--- config.mk ---
export PLATFORM = sky130hd
export DESIGN_NAME = fe_top
export DESIGN_NICKNAME = d
export VERILOG_FILES = /design/src/design/fe_pkg.sv /design/src/design/inst_rom.sv /design/src/design/fetch_unit.sv /design/src/design/inst_queue.sv /design/src/design/issue_stage.sv /design/src/design/fe_top.sv
export SDC_FILE = /design/constraint.sdc
export NUM_CORES = 1
export LEC_CHECK = 0
export ABC_AREA = 1
export BUFFER_PORTS_ARGS = -buffer_cell sky130_fd_sc_hd__buf_4
export CORE_MARGIN = 10
export CORE_UTILIZATION = 55
export CTS_CLUSTER_SIZE = 20
export DETAILED_ROUTE_END_ITERATION = 16
export GPL_TIMING_DRIVEN = 0
export PLACE_DENSITY = 0.76
export REMOVE_ABC_BUFFERS = 1
export SLEW_MARGIN = 20
export SYNTH_ARGS = -nofsm -noshare
export SYNTH_HDL_FRONTEND = slang
export SYNTH_SLANG_ARGS = --single-unit
--- constraint.sdc ---
create_clock -name clk -period 4.1 [get_ports clk]
set_input_delay 0.41 -clock clk [delete_from_list [all_inputs] [get_ports clk]]
set_output_delay 0.41 -clock clk [all_outputs]
set_load 0.005 [all_outputs]
--- src/design/fe_pkg.sv ---
package fe_pkg;

    //////////////////////////////////////////////////
    // Widths
    //////////////////////////////////////////////////

    localparam int XLEN = 32;
    localparam int PC_W = 32;

    // Program image, word count must be a power of two
    localparam int ROM_WORDS = 16;

    // Fetch starts here after reset
    localparam logic [PC_W-1:0] RESET_PC = 32'h0000_1000;

    //////////////////////////////////////////////////
    // Opcodes and ALU function codes
    //////////////////////////////////////////////////

    localparam logic [5:0] OP_ALU = 6'h00;
    localparam logic [5:0] OP_BR  = 6'h04;

    localparam logic [10:0] FUNC_ADD = 11'h020;
    localparam logic [10:0] FUNC_SUB = 11'h022;
    localparam logic [10:0] FUNC_AND = 11'h024;
    localparam logic [10:0] FUNC_OR  = 11'h025;

    //////////////////////////////////////////////////
    // Instruction word formats
    //////////////////////////////////////////////////

    // Register-register ALU operation
    typedef struct packed {
        logic [5:0]  opcode;
        logic [4:0]  rd;
        logic [4:0]  rs;
        logic [4:0]  rt;
        logic [10:0] func;
    } alu_fmt_t;

    // Compare-and-branch, offset counted in words from the branch pc
    typedef struct packed {
        logic [5:0]         opcode;
        logic [4:0]         rs;
        logic [4:0]         rt;
        logic signed [15:0] offset;
    } br_fmt_t;

    // Same 32 bits seen through either format
    typedef union packed {
        alu_fmt_t alu_fmt;
        br_fmt_t  br_fmt;
    } inst_word_u;

endpackage

--- src/design/inst_rom.sv ---
module inst_rom #(
    parameter int ROM_WORDS = fe_pkg::ROM_WORDS
) (
    input  logic [fe_pkg::PC_W-1:0] pc_i,
    output fe_pkg::inst_word_u      word_o
);

    localparam int IW = $clog2(ROM_WORDS);

    logic [IW-1:0] idx;

    // Upper pc bits are dropped so fetch wraps around the image
    assign idx = pc_i[2 +: IW];

    // Program needs at least 16 words
    // Word 8 closes the loop 3..8, the last word jumps back to word 0
    always_comb begin
        word_o = '0;
        case (int'(idx))
            0: word_o.alu_fmt = '{fe_pkg::OP_ALU, 5'd1, 5'd0, 5'd0, fe_pkg::FUNC_ADD};
            1: word_o.alu_fmt = '{fe_pkg::OP_ALU, 5'd2, 5'd1, 5'd1, fe_pkg::FUNC_ADD};
            2: word_o.alu_fmt = '{fe_pkg::OP_ALU, 5'd3, 5'd2, 5'd1, fe_pkg::FUNC_SUB};
            3: word_o.alu_fmt = '{fe_pkg::OP_ALU, 5'd4, 5'd3, 5'd2, fe_pkg::FUNC_AND};
            4: word_o.alu_fmt = '{fe_pkg::OP_ALU, 5'd5, 5'd4, 5'd1, fe_pkg::FUNC_OR};
            // Forward skip, predicted not taken
            5: word_o.br_fmt = '{fe_pkg::OP_BR, 5'd5, 5'd0, 16'sd3};
            6: word_o.alu_fmt = '{fe_pkg::OP_ALU, 5'd6, 5'd5, 5'd4, fe_pkg::FUNC_ADD};
            7: word_o.alu_fmt = '{fe_pkg::OP_ALU, 5'd7, 5'd6, 5'd3, fe_pkg::FUNC_SUB};
            // Loop branch back to word 3
            8: word_o.br_fmt = '{fe_pkg::OP_BR, 5'd7, 5'd1, -16'sd5};
            ROM_WORDS - 1: begin
                word_o.br_fmt = '{fe_pkg::OP_BR, 5'd0, 5'd0, 16'(1 - ROM_WORDS)};
            end
            default: begin
                word_o.alu_fmt = '{fe_pkg::OP_ALU, 5'(idx), 5'd1, 5'd2, fe_pkg::FUNC_OR};
            end
        endcase
    end

endmodule

--- src/design/fetch_unit.sv ---
module fetch_unit (
    input  logic                    clk,
    input  logic                    rst_n_i,

    // Pc reload from the back end
    input  logic                    redirect_i,
    input  logic [fe_pkg::PC_W-1:0] redirect_pc_i,

    // Instruction memory
    input  fe_pkg::inst_word_u      rom_word_i,
    output logic [fe_pkg::PC_W-1:0] rom_pc_o,

    // Queue write side
    input  logic                    full_i,
    output logic                    push_o,
    output logic [fe_pkg::PC_W-1:0] push_pc_o,
    output fe_pkg::inst_word_u      push_inst_o,
    output logic                    push_pred_taken_o
);

    localparam logic [fe_pkg::PC_W-1:0] PC_STEP = 4;

    logic [fe_pkg::PC_W-1:0] pc_q;
    logic [fe_pkg::PC_W-1:0] next_pc;
    logic [fe_pkg::PC_W-1:0] br_disp;
    logic                    run_q;
    logic                    is_branch;
    logic                    pred_taken;

    //////////////////////////////////////////////////
    // Pre-decode and prediction
    //////////////////////////////////////////////////

    assign is_branch = (rom_word_i.br_fmt.opcode == fe_pkg::OP_BR);

    // Backward means taken, everything else falls through
    assign pred_taken = is_branch && rom_word_i.br_fmt.offset[15];

    // Word offset to byte displacement
    assign br_disp = {{(fe_pkg::PC_W - 18){rom_word_i.br_fmt.offset[15]}},
                      rom_word_i.br_fmt.offset, 2'b00};

    assign next_pc = pred_taken ? (pc_q + br_disp) : (pc_q + PC_STEP);

    //////////////////////////////////////////////////
    // Queue push
    //////////////////////////////////////////////////

    assign rom_pc_o = pc_q;

    // No push on the redirect cycle, the queue is being emptied
    assign push_o            = run_q && !full_i && !redirect_i;
    assign push_pc_o         = pc_q;
    assign push_inst_o       = rom_word_i;
    assign push_pred_taken_o = pred_taken;

    //////////////////////////////////////////////////
    // Pc register
    //////////////////////////////////////////////////

    always_ff @(posedge clk) begin
        if (!rst_n_i) begin
            pc_q  <= fe_pkg::RESET_PC;
            run_q <= 1'b0;
        end else begin
            // Fetch begins the cycle after reset is released
            run_q <= 1'b1;
            if (redirect_i) begin
                pc_q <= redirect_pc_i;
            end else if (push_o) begin
                pc_q <= next_pc;
            end
            // Otherwise stalled on full, hold the pc
        end
    end

endmodule

--- src/design/inst_queue.sv ---
module inst_queue #(
    parameter int QUEUE_DEPTH = 8
) (
    input  logic                    clk,
    input  logic                    rst_n_i,
    input  logic                    flush_i,

    // Write side, one entry per cycle
    input  logic                    push_i,
    input  logic [fe_pkg::PC_W-1:0] push_pc_i,
    input  logic [fe_pkg::XLEN-1:0] push_inst_i,
    input  logic                    push_pred_i,
    output logic                    full_o,

    // Read side, up to two entries per cycle
    input  logic                    pop_one_i,
    input  logic                    pop_two_i,
    output logic [1:0]              count_o,
    output logic [fe_pkg::PC_W-1:0] head0_pc_o,
    output logic [fe_pkg::XLEN-1:0] head0_inst_o,
    output logic                    head0_pred_o,
    output logic [fe_pkg::PC_W-1:0] head1_pc_o,
    output logic [fe_pkg::XLEN-1:0] head1_inst_o,
    output logic                    head1_pred_o
);

    // Depth is a power of two, at least 2, so the pointers wrap by themselves
    localparam int AW = $clog2(QUEUE_DEPTH);
    localparam logic [AW:0] FULL_LEVEL = (AW + 1)'(QUEUE_DEPTH);
    localparam logic [AW:0] PAIR_LEVEL = (AW + 1)'(2);

    logic [fe_pkg::PC_W-1:0] pc_mem   [QUEUE_DEPTH];
    logic [fe_pkg::XLEN-1:0] inst_mem [QUEUE_DEPTH];
    logic                    pred_mem [QUEUE_DEPTH];

    logic [AW-1:0] head_q;
    logic [AW-1:0] head1_idx;
    logic [AW-1:0] tail_q;
    logic [AW:0]   occ_q;
    logic          push_ok;
    logic [1:0]    pop_num;

    assign full_o  = (occ_q == FULL_LEVEL);
    assign push_ok = push_i && !full_o;

    always_comb begin
        if (pop_two_i) begin
            pop_num = 2'd2;
        end else if (pop_one_i) begin
            pop_num = 2'd1;
        end else begin
            pop_num = 2'd0;
        end
    end

    // Reported level saturates at two
    // A flushing queue shows nothing so no stale entry gets popped
    always_comb begin
        if (flush_i) begin
            count_o = 2'd0;
        end else if (occ_q >= PAIR_LEVEL) begin
            count_o = 2'd2;
        end else begin
            count_o = occ_q[1:0];
        end
    end

    //////////////////////////////////////////////////
    // Head entries
    //////////////////////////////////////////////////

    assign head1_idx = head_q + 1'b1;

    assign head0_pc_o   = pc_mem[head_q];
    assign head0_inst_o = inst_mem[head_q];
    assign head0_pred_o = pred_mem[head_q];
    assign head1_pc_o   = pc_mem[head1_idx];
    assign head1_inst_o = inst_mem[head1_idx];
    assign head1_pred_o = pred_mem[head1_idx];

    //////////////////////////////////////////////////
    // Storage and pointers
    //////////////////////////////////////////////////

    always_ff @(posedge clk) begin
        if (push_ok) begin
            pc_mem[tail_q]   <= push_pc_i;
            inst_mem[tail_q] <= push_inst_i;
            pred_mem[tail_q] <= push_pred_i;
        end
    end

    always_ff @(posedge clk) begin
        if (!rst_n_i) begin
            head_q <= '0;
            tail_q <= '0;
            occ_q  <= '0;
        end else if (flush_i) begin
            head_q <= '0;
            tail_q <= '0;
            occ_q  <= '0;
        end else begin
            if (push_ok) begin
                tail_q <= tail_q + 1'b1;
            end
            head_q <= head_q + AW'(pop_num);
            occ_q  <= occ_q + (AW + 1)'(push_ok) - (AW + 1)'(pop_num);
        end
    end

endmodule

--- src/design/issue_stage.sv ---
module issue_stage (
    input  logic                    clk,
    input  logic                    rst_n_i,

    // Queue read side
    input  logic [1:0]              count_i,
    input  logic [fe_pkg::PC_W-1:0] head0_pc_i,
    input  fe_pkg::inst_word_u      head0_inst_i,
    input  logic                    head0_pred_i,
    input  logic [fe_pkg::PC_W-1:0] head1_pc_i,
    input  fe_pkg::inst_word_u      head1_inst_i,
    input  logic                    head1_pred_i,
    output logic                    pop_one_o,
    output logic                    pop_two_o,

    // Four-phase issue port
    output logic                    issue_req_o,
    input  logic                    issue_ack_i,
    output logic [fe_pkg::PC_W-1:0] slot0_pc_o,
    output fe_pkg::inst_word_u      slot0_inst_o,
    output logic                    slot0_pred_o,
    output logic                    slot0_is_branch_o,
    output logic [fe_pkg::PC_W-1:0] slot1_pc_o,
    output fe_pkg::inst_word_u      slot1_inst_o,
    output logic                    slot1_pred_o,
    output logic                    slot1_is_branch_o,
    output logic                    slot1_valid_o
);

    localparam logic [1:0] S_IDLE    = 2'd0;
    localparam logic [1:0] S_REQ     = 2'd1;
    localparam logic [1:0] S_ACK_LOW = 2'd2;

    logic [1:0] state_q;
    logic [1:0] state_d;
    logic       take;

    function automatic logic word_is_branch(fe_pkg::inst_word_u w);
        return (w.br_fmt.opcode == fe_pkg::OP_BR);
    endfunction

    // Pick up work only with ack low, so req never rises over a high ack
    assign take      = (state_q == S_IDLE) && (count_i != 2'd0) && !issue_ack_i;
    assign pop_one_o = take && (count_i == 2'd1);
    assign pop_two_o = take && count_i[1];

    assign issue_req_o = (state_q == S_REQ);

    assign slot0_is_branch_o = word_is_branch(slot0_inst_o);
    assign slot1_is_branch_o = word_is_branch(slot1_inst_o);

    //////////////////////////////////////////////////
    // Handshake FSM
    //////////////////////////////////////////////////

    always_comb begin
        state_d = state_q;
        case (state_q)
            S_IDLE: begin
                if (take) begin
                    state_d = S_REQ;
                end
            end
            S_REQ: begin
                if (issue_ack_i) begin
                    state_d = S_ACK_LOW;
                end
            end
            S_ACK_LOW: begin
                if (!issue_ack_i) begin
                    state_d = S_IDLE;
                end
            end
            default: state_d = S_IDLE;
        endcase
    end

    always_ff @(posedge clk) begin
        if (!rst_n_i) begin
            state_q       <= S_IDLE;
            slot1_valid_o <= 1'b0;
        end else begin
            state_q <= state_d;
            if (take) begin
                slot1_valid_o <= count_i[1];
            end
        end
    end

    // Slot data is held from the pop until the next pop
    always_ff @(posedge clk) begin
        if (take) begin
            slot0_pc_o   <= head0_pc_i;
            slot0_inst_o <= head0_inst_i;
            slot0_pred_o <= head0_pred_i;
            slot1_pc_o   <= head1_pc_i;
            slot1_inst_o <= head1_inst_i;
            slot1_pred_o <= head1_pred_i;
        end
    end

endmodule

--- src/design/fe_top.sv ---
module fe_top #(
    parameter int QUEUE_DEPTH = 8,
    parameter int ROM_WORDS   = fe_pkg::ROM_WORDS
) (
    input  logic                    clk,
    input  logic                    rst_n_i,
    input  logic                    redirect_i,
    input  logic [fe_pkg::PC_W-1:0] redirect_pc_i,
    input  logic                    issue_ack_i,
    output logic                    issue_req_o,
    output logic [fe_pkg::PC_W-1:0] slot0_pc_o,
    output fe_pkg::inst_word_u      slot0_inst_o,
    output logic                    slot0_pred_o,
    output logic                    slot0_is_branch_o,
    output logic [fe_pkg::PC_W-1:0] slot1_pc_o,
    output fe_pkg::inst_word_u      slot1_inst_o,
    output logic                    slot1_pred_o,
    output logic                    slot1_is_branch_o,
    output logic                    slot1_valid_o
);

    // Fetch side
    logic [fe_pkg::PC_W-1:0] rom_pc;
    fe_pkg::inst_word_u      rom_word;
    logic                    push;
    logic [fe_pkg::PC_W-1:0] push_pc;
    fe_pkg::inst_word_u      push_inst;
    logic                    push_pred_taken;
    logic                    full;

    // Issue side
    logic [1:0]              count;
    logic [fe_pkg::PC_W-1:0] head0_pc;
    logic [fe_pkg::XLEN-1:0] head0_inst;
    logic                    head0_pred;
    logic [fe_pkg::PC_W-1:0] head1_pc;
    logic [fe_pkg::XLEN-1:0] head1_inst;
    logic                    head1_pred;
    logic                    pop_one;
    logic                    pop_two;

    inst_rom #(
        .ROM_WORDS(ROM_WORDS)
    ) u_rom (
        .pc_i  (rom_pc),
        .word_o(rom_word)
    );

    fetch_unit u_fetch (
        .clk              (clk),
        .rst_n_i          (rst_n_i),
        .redirect_i       (redirect_i),
        .redirect_pc_i    (redirect_pc_i),
        .rom_word_i       (rom_word),
        .rom_pc_o         (rom_pc),
        .full_i           (full),
        .push_o           (push),
        .push_pc_o        (push_pc),
        .push_inst_o      (push_inst),
        .push_pred_taken_o(push_pred_taken)
    );

    // Redirect also empties the queue
    inst_queue #(
        .QUEUE_DEPTH(QUEUE_DEPTH)
    ) u_queue (
        .clk         (clk),
        .rst_n_i     (rst_n_i),
        .flush_i     (redirect_i),
        .push_i      (push),
        .push_pc_i   (push_pc),
        .push_inst_i (push_inst),
        .push_pred_i (push_pred_taken),
        .full_o      (full),
        .pop_one_i   (pop_one),
        .pop_two_i   (pop_two),
        .count_o     (count),
        .head0_pc_o  (head0_pc),
        .head0_inst_o(head0_inst),
        .head0_pred_o(head0_pred),
        .head1_pc_o  (head1_pc),
        .head1_inst_o(head1_inst),
        .head1_pred_o(head1_pred)
    );

    issue_stage u_issue (
        .clk              (clk),
        .rst_n_i          (rst_n_i),
        .count_i          (count),
        .head0_pc_i       (head0_pc),
        .head0_inst_i     (head0_inst),
        .head0_pred_i     (head0_pred),
        .head1_pc_i       (head1_pc),
        .head1_inst_i     (head1_inst),
        .head1_pred_i     (head1_pred),
        .pop_one_o        (pop_one),
        .pop_two_o        (pop_two),
        .issue_req_o      (issue_req_o),
        .issue_ack_i      (issue_ack_i),
        .slot0_pc_o       (slot0_pc_o),
        .slot0_inst_o     (slot0_inst_o),
        .slot0_pred_o     (slot0_pred_o),
        .slot0_is_branch_o(slot0_is_branch_o),
        .slot1_pc_o       (slot1_pc_o),
        .slot1_inst_o     (slot1_inst_o),
        .slot1_pred_o     (slot1_pred_o),
        .slot1_is_branch_o(slot1_is_branch_o),
        .slot1_valid_o    (slot1_valid_o)
    );

endmodule

# Yosys cells after proc, flatten, opt, wreduce, memory -nomap -nowiden
# Memory sizes are Yosys's and may differ from the RTL's. A register that Yosys moved wholly into a read port is not among the register bits.
# Index checks and enable logic that the tools add are counted.
# word_totals
reg_bits,110
mem_bits_rw,496
in_bits,36
out_inout_bits,134
word_cells,72
mem_count,3
# mem_list
name,words,width,read_ports,rd_ports_with_merged_regs,write_ports,line,source
u_queue.pc_mem,8,32,2,2,1,inst_queue.sv:32,logic [fe_pkg::PC_W-1:0] pc_mem [QUEUE_DEPTH];
u_queue.inst_mem,8,29,2,2,1,inst_queue.sv:33,logic [fe_pkg::XLEN-1:0] inst_mem [QUEUE_DEPTH];
u_queue.pred_mem,8,1,2,2,1,inst_queue.sv:34,logic pred_mem [QUEUE_DEPTH];
# classes
addsub,7
n_lt_le_gt_ge,1
eq_ne,19
mux,15
bitwise,1
reduce_logical,17
# op_table
operator,count
$pmux 29 s10,1
$mux 32,3
$add 32x3->32 const B,1
$add 32x32->32,1
$eq 4x3->1 const B,4
$eq 4x4->1 const B,3
$eq 6x3->1 const B,2
$mux 2,6
$eq 4x2->1 const B,2
$logic_and 1x1->1,8
$add 3x1->3 const B,2
$pmux 2 s3,1
$add 4x1->4,1
$eq 2x1->1 const B,2
$eq 4x1->1 const B,1
$ge 4x2->1 const B,1
$logic_not 4->1,1
$mux 1,4
$ne 2x2->1 const B,2
$reduce_bool 2->1,2
$sub 4x2->4,1
$add 3x2->3,1
$eq 3x3->1 const B,1
$logic_not 1->1,3
other kinds (6),6

# Logic depth before layout (Yosys ltp)
# Gate-level depths: netlist (run 1).
# depth
ltp_word,10
mapped_depth,17
ltp_nobuf,16

# By module
# Synthesis (run 1) repeated with hierarchy kept, for this count alone.
# unflattened
hier_cells,4499
area_unflattened_um2,37270.7
# modules_own_cells
module,instances,cells_per_inst,area_per_inst_um2,seq_area_each_um2
inst_queue,1,3550,28594.9,15815.2
fetch_unit,1,715,4180.3,660.6
issue_stage,1,160,4100.2,3963.8
inst_rom,1,74,395.4,0.0

# Worst setup path before layout (run 1)
# No wires, ideal clock.
# synth_timing
path_kind,reg2reg
from,reg u_queue.occ_q[2]
to,reg u_queue.occ_q[3]
setup_ps,127
arrival_time_ps,4362
t_required_ps,3973
setup_slack_ps,-389
path_stages_with_launch,14
n_path_buf,0
period_less_slack_ps,4489
path_cell_list,dfxtp_1 inv_1 ha_1 a31oi_1 nand3_1 inv_1 nand2_1 ha_1 ha_1 nand2_1 nor2_1 a211oi_1 nand2_1 nor3b_1
# synth_between
elab_chain_len,10
elab_cells_between_ends,18
classes_between,add/sub (2); order compare (1); eq/ne (2); mux (4); reduce/logical (9)
# synth_lines
item,line,source
start: declaration,inst_queue.sv:39,logic [AW:0] occ_q;
start signal: assignment,inst_queue.sv:107,occ_q <= occ_q + (AW + 1)'(push_ok) - (AW + 1)'(pop_num);
$ge 4x2->1,inst_queue.sv:61,end else if (occ_q >= PAIR_LEVEL) begin
$mux 2,inst_queue.sv:61,
$mux 2,inst_queue.sv:59,if (flush_i) begin
$reduce_bool 2->1,issue_stage.sv:43,assign take = (state_q == S_IDLE) && (count_i != 2'd0) && !issue_ack_i;
$logic_and 1x1->1 (2 in series),issue_stage.sv:43,
$logic_and 1x1->1,issue_stage.sv:44,assign pop_one_o = take && (count_i == 2'd1);
$mux 1,inst_queue.sv:49,end else if (pop_one_i) begin
$mux 2,inst_queue.sv:47,if (pop_two_i) begin
$sub 4x2->4 (*),inst_queue.sv:107,
# Every way passes the cells marked *; elsewhere a longest branch is shown, timed or not.
# A chain may end at the register's enable or synchronous reset.

# Worst setup path in the final report (run 1)
# layout_timing
from,reg u_fetch.pc_q (netlist bit u_fetch.push_pc_o[4])
to,reg u_fetch.pc_q (netlist bit u_fetch.push_pc_o[23])
# layout_between
elab_chain_len,7
elab_cells_between_ends,18
classes_between,add/sub (2); eq/ne (10); mux (4); reduce/logical (2)
# layout_lines
item,line,source
start: declaration,fetch_unit.sv:23,logic [fe_pkg::PC_W-1:0] pc_q;
start signal: assignment,fetch_unit.sv:63,pc_q <= fe_pkg::RESET_PC;
start signal: assignment,fetch_unit.sv:69,pc_q <= redirect_pc_i;
start signal: assignment,fetch_unit.sv:71,pc_q <= next_pc;
"parallel branches: the longest is 4 deep, another holds $add 32x32->32",--,
$mux 32 (*),fetch_unit.sv:43,assign next_pc = pred_taken ? (pc_q + br_disp) : (pc_q + PC_STEP);
$mux 32 (*),fetch_unit.sv:70,end else if (push_o) begin
$mux 32 (*),fetch_unit.sv:68,if (redirect_i) begin
# Every way passes the cells marked *. The select of a mux whose other input is x is not followed.

==> summary.txt, run 1 <==
Synthesis
  – Total of warnings raised by yosys: 0
  – Ys flop type: edfxtp_1
  – Share of flip-flops with an asynchronous set or reset: 0%
  – Post-synth EDFFs: 500
  – Cell Area, Synth: about 27000 µm²
  – Avg Synthesized Cell Area: about 9.7 µm²
  – Gate count of the mapped netlist: approximately 2800
  – Seq cells post-synth: between 500 and 600
  – Sequential area share after synthesis: between 50% and 60%
  – Synth cell types: 43

Worst hold path
  – Min-delay worst type: primary input to flop

Finish
  – N_diodes: 0
  – Layout cells sized above 1: 11.9%
  – Final net count: ~3000
  – P&R area growth vs syn: 14.7%
  – Layout Cells excl Fill: approximately 3500
  – Fillers: approximately 3600

Power
  – Psw: ~2.5 mW
  – Switching share of power: 21.5%
  – Internal: between 9 and 10 mW
  – Max VDD drop: a little under 0.3 mV
  – Pleak: roughly 11 nW
  – Sequential share of power: approximately 53%
  – Clock share of power: between 40% and 50%
  – Comb power frac: 4.8%
  – Power per cell area: 385 nW/µm²

Timing
  – RSZ-0062 raised after global routing: false
  – Final Hold Slack: approximately 0.040 ns
  – Tcrit/Tclk final: between 80% and 90%
  – Slew Limit Headroom: slightly below 30%
  – Slew of the pin with the lowest slew margin: 1.05 ns
  – Tmin final: around 3.6 ns
  – Clk_skew: 0.0166 ns
  – Pins Over Slew Limit: 0
  – Fmax: 279 MHz
  – Endpoints failing hold: 0
  – Setup violators final: 0

Worst setup path
  – R2R setup slack: 0.51 ns
  – Max Fanout on Critical Path: 21
  – Most used cell, CP: nand2_1
  – Worst endpoint data arrival time: 4.10 ns
  – Crit start category: flop
  – WS Path Type: flop to flop
  – CP required: approximately 4.6 ns
  – Max incr delay on CP: between 0.7 and 0.8 ns
  – CP Capture Type: flop
  – Worst path slowest cell: dfxtp_1
  – Critical path cell sequence: inv_1, nand3_2, nand2_2, ha_1, nand2_1, nor2_1, and2_1, nand2_1, nand2_1, nand2_1, nand3_1, nand3_1, a21oi_1

Floorplanning
  – Die area: roughly 58000 µm²
  – Die Height: between 200 and 250 µm
  – Core ar.: ~48000 µm²
  – I/O Pins: between 150 and 200
  – Core Rows: 80
  – Starting Density: a little under three fifths
  – Die X: roughly 240 µm

Clock tree
  – Total CTS buffers: 55
  – Setup Buffers After CTS: 0
  – Root Driver: clkbuf_16
  – Worst-Skew Late Latency: between 0.6 and 0.7 ns
  – H-tree depth: 2
  – Clk slew on worst S/H paths: approximately 0.060 ns
  – CTS tree: done
  – CTS max path bufs: 3
  – Clock sinks: roughly 550

Drt
  – Metal3 WL: 7120 µm
  – Post-DR vias/cell: about 6
  – Final ANT Viol Nets: 0
  – Uppermost layer routed: met4
  – Drt wl/cell: 20.7 µm
  – Detailed-route via count: between 20000 and 25000
  – First DRT Iteration DRCs: 2688
  – Routed WL: between 70000 and 80000 µm
  – DR DRC count: 0
  – Drt first pass iters: 6
  – Metal2 WL: ~35000 µm
  – Met1 Wirelength: between 20000 and 30000 µm

Place
  – Gp weighted congestion: between 0.8 and 0.9
  – PortBufs: 153
  – Post-DP HPWL: 45500 µm
  – Cells after DPL: between 3000 and 4000

GRT
  – Global-route wire length before repair: 109000 µm
  – Vias in the first global route: roughly 20000
  – Largest net degree at the start of global routing: approximately 240
  – Total grt overflow: 0
  – GRT Total Usage: about 24%
  – Initial antenna violation count: 0

Job
  – Max-cap violation count: 0

Run status
  – Outcome: complete, no violations
==> final cells by class <==
type | instances | area, µm² | share of cell area [%]
inverters | 305 | 1180 | 3.82
flip-flops and latches | 546 | 15900 | 51.8
multi-input cells | 1730 | 8850 | 28.8
clock inverters | 32 | 315 | 1.02
clock buffers | 68 | 1470 | 4.77
well taps | 615 | 769 | 2.50
repair buffers | 197 | 2240 | 7.30
==> cell families after synthesis <==
kind of cell,after synthesis,share of synthesized area (%)
AO/OA/AOI/OAI,898,18.6
XOR/XNOR,15,0.518
adder cells (fa/ha/maj),42,2.04
buffers and inverters,502,8.24
flip-flops,546,59.4
other,2,0.0280
AND/OR/NAND/NOR,757,11.2
==> state kept, by name, summed over array words and instances, names as in the netlist <==
| name | cells |
|---|---|
| u_issue.slot1_valid_o | 1 |
| u_queue.tail_q | 3 |
| u_queue.inst_mem | 136 |
| u_queue.pc_mem | 256 |
| u_issue.slot0_pred_o | 1 |
| u_issue.state_q | 2 |
| u_fetch.run_q | 1 |
| u_fetch.push_pc_o | 32 |
| u_queue.head_q | 3 |
| u_issue.slot1_inst_o | 17 |
| u_issue.slot0_pc_o | 32 |
| u_issue.slot1_pc_o | 32 |
| u_issue.slot0_inst_o | 17 |
| u_queue.pred_mem | 8 |
| u_queue.occ_q | 4 |
| u_issue.slot1_pred_o | 1 |
==> cell usage after synthesis (all sizes together) (2+ instances only) <==
| cell | number | share of area [%] |
|---|---|---|
| o21bai | 3 | 0.084 |
| a31oi | 112 | 2.6 |
| nand3 | 53 | 1.1 |
| fa | 3 | 0.22 |
| nor3 | 8 | 0.15 |
| a211oi | 2 | 0.056 |
| nor2 | 285 | 4.0 |
| o21ai | 417 | 7.8 |
| a21o | 2 | 0.056 |
| clkbuf | 75 | 1.1 |
| and2 | 3 | 0.070 |
| nand4 | 6 | 0.14 |
| inv | 305 | 4.3 |
| nand3b | 3 | 0.084 |
| edfxtp | 500 | 56 |
| conb | 2 | 0.028 |
| o211ai | 50 | 1.4 |
| nor3b | 2 | 0.056 |
| ha | 39 | 1.8 |
| nand2 | 396 | 5.6 |
| buf | 122 | 2.9 |
| a21oi | 294 | 6.1 |
| dfxtp | 46 | 3.4 |
| xor2 | 14 | 0.48 |
| a22o | 17 | 0.55 |
==> worst paths after layout <==
| path | from | endpoint | depth (start not counted) |
|---|---|---|---|
| setup / recovery | u_fetch.push_pc_o[4]$_SDFFE_PN0N_ | u_fetch.push_pc_o[23]$_SDFFE_PN0N_ | 13 |
| hold / removal | redirect_pc_i[1] | u_fetch.push_pc_o[1]$_SDFFE_PN0P_ | 3 |
| setup reg to reg | u_fetch.push_pc_o[4]$_SDFFE_PN0N_ | u_fetch.push_pc_o[23]$_SDFFE_PN0N_ | 13 |
| hold reg to reg | u_issue.slot1_valid_o$_SDFFE_PN0N_ | u_issue.slot1_valid_o$_SDFFE_PN0N_ | 2 |
==> metrics by stage <==
| stage | area, µm² | TNS [ns] | util [%] | worst slack (ns) | power [mW] |
|---|---|---|---|---|---|
| 2_1_floorplan | 25800 | -1213.21 | - | -9.45 | 6.71 |
| 3_3_place_gp | 27800 | -3410.40 | 57.9 | -16.58 | 6.92 |
| 3_5_place_dp | 29000 | 0 | 60.4 | 0.281 | 6.95 |
| 4_1_cts | 30800 | 0 | 64.2 | 0.283 | 11.9 |
| 5_1_grt | 30800 | 0 | 64.2 | 0.259 | 12.2 |
| 6_report | 30800 | 0 | 64.2 | 0.513 | 11.8 |
==> per-layer routing <==
metal  global-route usage [%]  vias up
met5                        0        -
met4                     9.45        0
met3                     4.75      221
met2                     40.9     1177
met1                     30.1     9951
li1                         -     9724
==> cell usage in the layout, fill, tap and decap left out, types with 4 or more instances in the layout <==
master and count:
nand2_1 394, nor2_4 10, o21ai_0 339, o211ai_1 50, bufinv_16 6, dfxtp_1 43, clkbuf_1 10, a31oi_1 112
nand3_1 51, inv_6 4, nor2_1 274, buf_4 153, clkinv_2 9, nor3_1 8, inv_1 297, ha_1 38
conb_1 18, a21oi_2 41, clkbuf_16 56, clkinv_1 14, xor2_1 12, a21oi_1 253, o21ai_1 78, edfxtp_1 500
a22o_1 17, nand4_1 6, buf_12 13, buf_16 30
==> power groups by stage <==
| stage | sequential (mW) | combinational (mW) | clock [mW] |
|---|---|---|---|
| 2_1_floorplan | 6.38 | 0.335 | 0 |
| 3_3_place_gp | 6.41 | 0.513 | 0 |
| 3_5_place_dp | 6.40 | 0.551 | 0 |
| 4_1_cts | 6.29 | 0.557 | 5.04 |
| 5_1_grt | 6.30 | 0.624 | 5.25 |
| 6_report | 6.29 | 0.565 | 4.98 |
==> critical path, delay by kind of cell, from the launching register on <==
kind	cells	cell delay [ns]
buffers and inverters	1	0.19
DFF	1	0.74
adders and majority gates	1	0.56
AOI/OAI and AO/OA	1	0.13
and+or+nand+nor	10	1.84
==> what timing repair did <==
action	4_1_cts	5_1_grt
endpoints found under the hold margin	1	0
endpoints found under the setup margin	0	3
hold buffers	1	0
resized for setup	0	1
No activity file was read; power rests on OpenSTA's default activity.
==> run 2: changes to the inputs <==
--- a/config.mk
+++ b/config.mk
@@ -8,11 +8,11 @@
 export ABC_AREA = 1
 export BUFFER_PORTS_ARGS = -buffer_cell sky130_fd_sc_hd__buf_4
 export CORE_MARGIN = 10
-export CORE_UTILIZATION = 55
+export CORE_UTILIZATION = 58
 export CTS_CLUSTER_SIZE = 20
 export DETAILED_ROUTE_END_ITERATION = 16
 export GPL_TIMING_DRIVEN = 0
-export PLACE_DENSITY = 0.76
+export PLACE_DENSITY = 0.77
 export REMOVE_ABC_BUFFERS = 1
 export SLEW_MARGIN = 20
 export SYNTH_ARGS = -nofsm -noshare
==> constraint.sdc (replaced) <==
create_clock -name clk -period 3.3 [get_ports clk]
set_input_delay 0.33 -clock clk [delete_from_list [all_inputs] [get_ports clk]]
set_output_delay 0.33 -clock clk [all_outputs]
set_load 0.005 [all_outputs]
==> run 2 against run 1 <==
Flip-flop and latch count unchanged; maximum frequency up 11%; critical path depth down 5; final cell count about the same; clock power up 30%; via count up 2.3%; hold slack worse by 0.020 ns; critical endpoint is now u_issue.slot1_pc_o[15]$_DFFE_PN_.
==> summary.txt, run 2 (synthesis gave the netlist of run 1 again) <==
Power
  – Comb power frac: 4.7% (about the same)
  – Sequential share of power: 52.1% (-1.0 points)
  – Max VDD drop: 0.436 mV (+48%)
  – Clock share of power: 43.2% (+1.1 points)
  – Pleak: 11.7 nW (+1.6%)
  – Psw: 3.16 mW (+24%)
  – Power per cell area: 482 nW/µm² (+25%)
  – Internal: 11.9 mW (+28%)
  – PnR Total Power: 15.0 mW (+27%)
  – Switching share of power: 21.0% (-0.46 points)

Clock tree
  – Clock sinks: 546 (unchanged)
  – Worst-Skew Late Latency: 0.63 ns (about the same)
  – CTS max path bufs: 3 (unchanged)
  – H-tree depth: 2 (unchanged)
  – CTS tree: done
  – Total CTS buffers: 54 (-1.8%)
  – Clk slew on worst S/H paths: 0.06 ns (about the same)
  – Root Driver: clkbuf_16

Worst hold path
  – Min-delay worst type: primary input to flop

Floorplanning
  – Starting Density: 58.9% (+2.9 points)
  – Die Height: 235 µm (-2.4%)
  – I/O Pins: 170 (unchanged)
  – Die area: 55300 µm² (-4.7%)
  – Core ar.: 45600 µm² (-4.9%)
  – Die X: 235 µm (-2.4%)
  – Core Rows: 78 (-2.5%)

Drt
  – DR DRC count: 0 (unchanged)
  – Drt first pass iters: 6 (unchanged)
  – First DRT Iteration DRCs: 3009 (+12%)
  – Final ANT Viol Nets: 0 (unchanged)
  – Detailed-route via count: 21600 (+2.3%)
  – Post-DR vias/cell: 6.17 (+2.3%)
  – Drt wl/cell: 21.5 µm (+4.0%)
  – Routed WL: 75200 µm (+4.1%)

Timing
  – Pins Over Slew Limit: 0 (unchanged)
  – Tcrit/Tclk final: 97.9% (+10 points)
  – Endpoints failing hold: 0 (unchanged)
  – Final Hold Slack: 0.0196 ns (-0.0203 ns)
  – Fmax: 309 MHz (+11%)
  – RSZ-0062 raised after global routing: false
  – Post-route setup slack: 0.0686 ns (-0.445 ns)
  – Slew of the pin with the lowest slew margin: 0.954 ns (-0.0986 ns)
  – Clk_skew: 0.0289 ns (+0.0123 ns)
  – Tmin final: 3.23 ns (-0.355 ns)
  – Setup violators final: 0 (unchanged)
  – Slew Limit Headroom: 35.8% (+6.3 points)

Worst setup path
  – Crit path from: u_queue.head_q[1]$_SDFF_PP0_
  – Worst endpoint data arrival time: 3.58 ns (-0.52 ns)
  – Worst reg2reg path depth: 8 (-5)
  – WS Path Type: flop to flop
  – CP Capture Type: flop
  – Crit start category: flop
  – Worst r2r src: u_queue.head_q[1]$_SDFF_PP0_
  – R2r endpoint: u_issue.slot1_pc_o[15]$_DFFE_PN_
  – CP required: 3.65 ns (-0.96 ns)
  – Max Fanout on Critical Path: 55 (+160%)
  – CP endpoint: u_issue.slot1_pc_o[15]$_DFFE_PN_
  – R2R setup slack: 0.07 ns (-0.44 ns)

Finish
  – Largest regs: u_queue.pc_mem x256, u_queue.inst_mem x136
  – Max reg flops: 256 (unchanged)
  – Most frequent cells in the layout: edfxtp_1 (500), nand2_1 (394), o21ai_0 (339), inv_1 (297), nor2_1 (274)
  – Commonest non-fill, non-tap cell in the layout: edfxtp_1
  – P&R area growth vs syn: 16.1%
  – N_diodes: 0 (unchanged)
  – Fin util: 68.4% (+4.2 points)
  – Layout cells sized above 1: 12.6% (+0.76 points)
  – Top reg by flops: u_queue.pc_mem
  – Final instance area: 31200 µm² (+1.3%)
  – Final net count: 2929 (+0.55%)

GRT
  – Vias in the first global route: 20400 (+0.18%)
  – Initial antenna violation count: 0 (unchanged)
  – Total grt overflow: 0 (unchanged)
  – Largest net degree at the start of global routing: 203 (-16%)
  – GRT Total Usage: 25.1% (+0.93 points)
  – Global-route wire length before repair: 111000 µm (+1.6%)

Place
  – PortBufs: 153 (unchanged)
  – Gp weighted congestion: 0.886 (-1.1%)
  – Pre-CTS setup slack: -0.505 ns (-0.786 ns)
  – Post-DP HPWL: 45200 µm (-0.69%)
  – Cell Area, Placed: 29000 µm² (about the same)

Run status
  – Outcome: complete, no violations

Job
  – Max-cap violation count: 0 (unchanged)
-- run 2: cell count changes in the layout (fill, tap and decap cells not counted), sizes merged --
| cell | delta |
|---|---|
| dlygate4sd3 | +4 |
| inv | -1 |
| buf | +11 |
| clkbuf | +10 |
| clkinv | -10 |
| bufinv | +3 |
-- run 2: what timing repair did --
item | CTS | global route
resized for setup | 5 | 6
gates cloned | 0 | 2
hold endpoints to repair | 5 | 0
hold buffers | 5 | 0
setup endpoints to repair | 107 | 120
pin swaps | 1 | 3
setup buffers | 4 | 7
-- run 2: area by class of cell --
cell class,count,area [µm²]
clock buffer,76,1530
clock inverter,24,349
fill,3155,14400
inverter,305,1180
multi-input combinational,1730,8860
sequential,546,16000
tap,600,751
timing repair buffer,214,2530
-- run 2: how the worst min path moves through the flow --
stage	from	to	cells after the start
floorplan	rst_n_i	u_fetch.run_q$_DFF_P_	0
global placement	u_issue.slot1_valid_o$_SDFFE_PN0N_	u_issue.slot1_valid_o$_SDFFE_PN0N_	2
detailed placement	u_issue.slot1_valid_o$_SDFFE_PN0N_	u_issue.slot1_valid_o$_SDFFE_PN0N_	2
CTS	redirect_pc_i[13]	u_fetch.push_pc_o[13]$_SDFFE_PN0N_	3
global route	redirect_pc_i[5]	u_fetch.push_pc_o[5]$_SDFFE_PN0N_	3
finish	redirect_pc_i[5]	u_fetch.push_pc_o[5]$_SDFFE_PN0N_	3
-- run 2: per-layer routing --
metal | GRT usage [%] | wire (µm) | vias up
met1 | 31.1 | 27500 | 10100
met3 | 4.17 | 7980 | 255
met4 | 11.9 | 3330 | 0
li1 | - | - | 9768
met2 | 42.2 | 36400 | 1404
met5 | 0 | 0 | -
-- run 2: per-stage QoR --
step | cells | TNS [ns]
after floorplan | 2581 | -1618.71
after global placement | 3334 | -3883.50
after detailed placement | 3377 | -24.81
after CTS | 3486 | 0
after global routing | 3495 | 0
final | 3495 | 0
-- run 2: worst max-delay path, cell delays in order (launching register included) --
cell and delay, ns:
dfxtp_4 0.55, buf_16 0.29, buf_16 0.28, ha_4 0.21
xor2_4 0.66, buf_16 0.26, buf_16 0.19, nor2_1 0.06
a31oi_1 0.38
-- run 2: power groups by stage --
stage | Sequential, mW | Combinational (mW) | Clock [mW]
floorplan | 7.92 | 0.416 | 0
global placement | 7.96 | 0.635 | 0
detailed placement | 7.95 | 0.680 | 0
CTS | 7.81 | 0.693 | 6.52
global route | 7.82 | 0.775 | 6.80
finish | 7.81 | 0.708 | 6.49
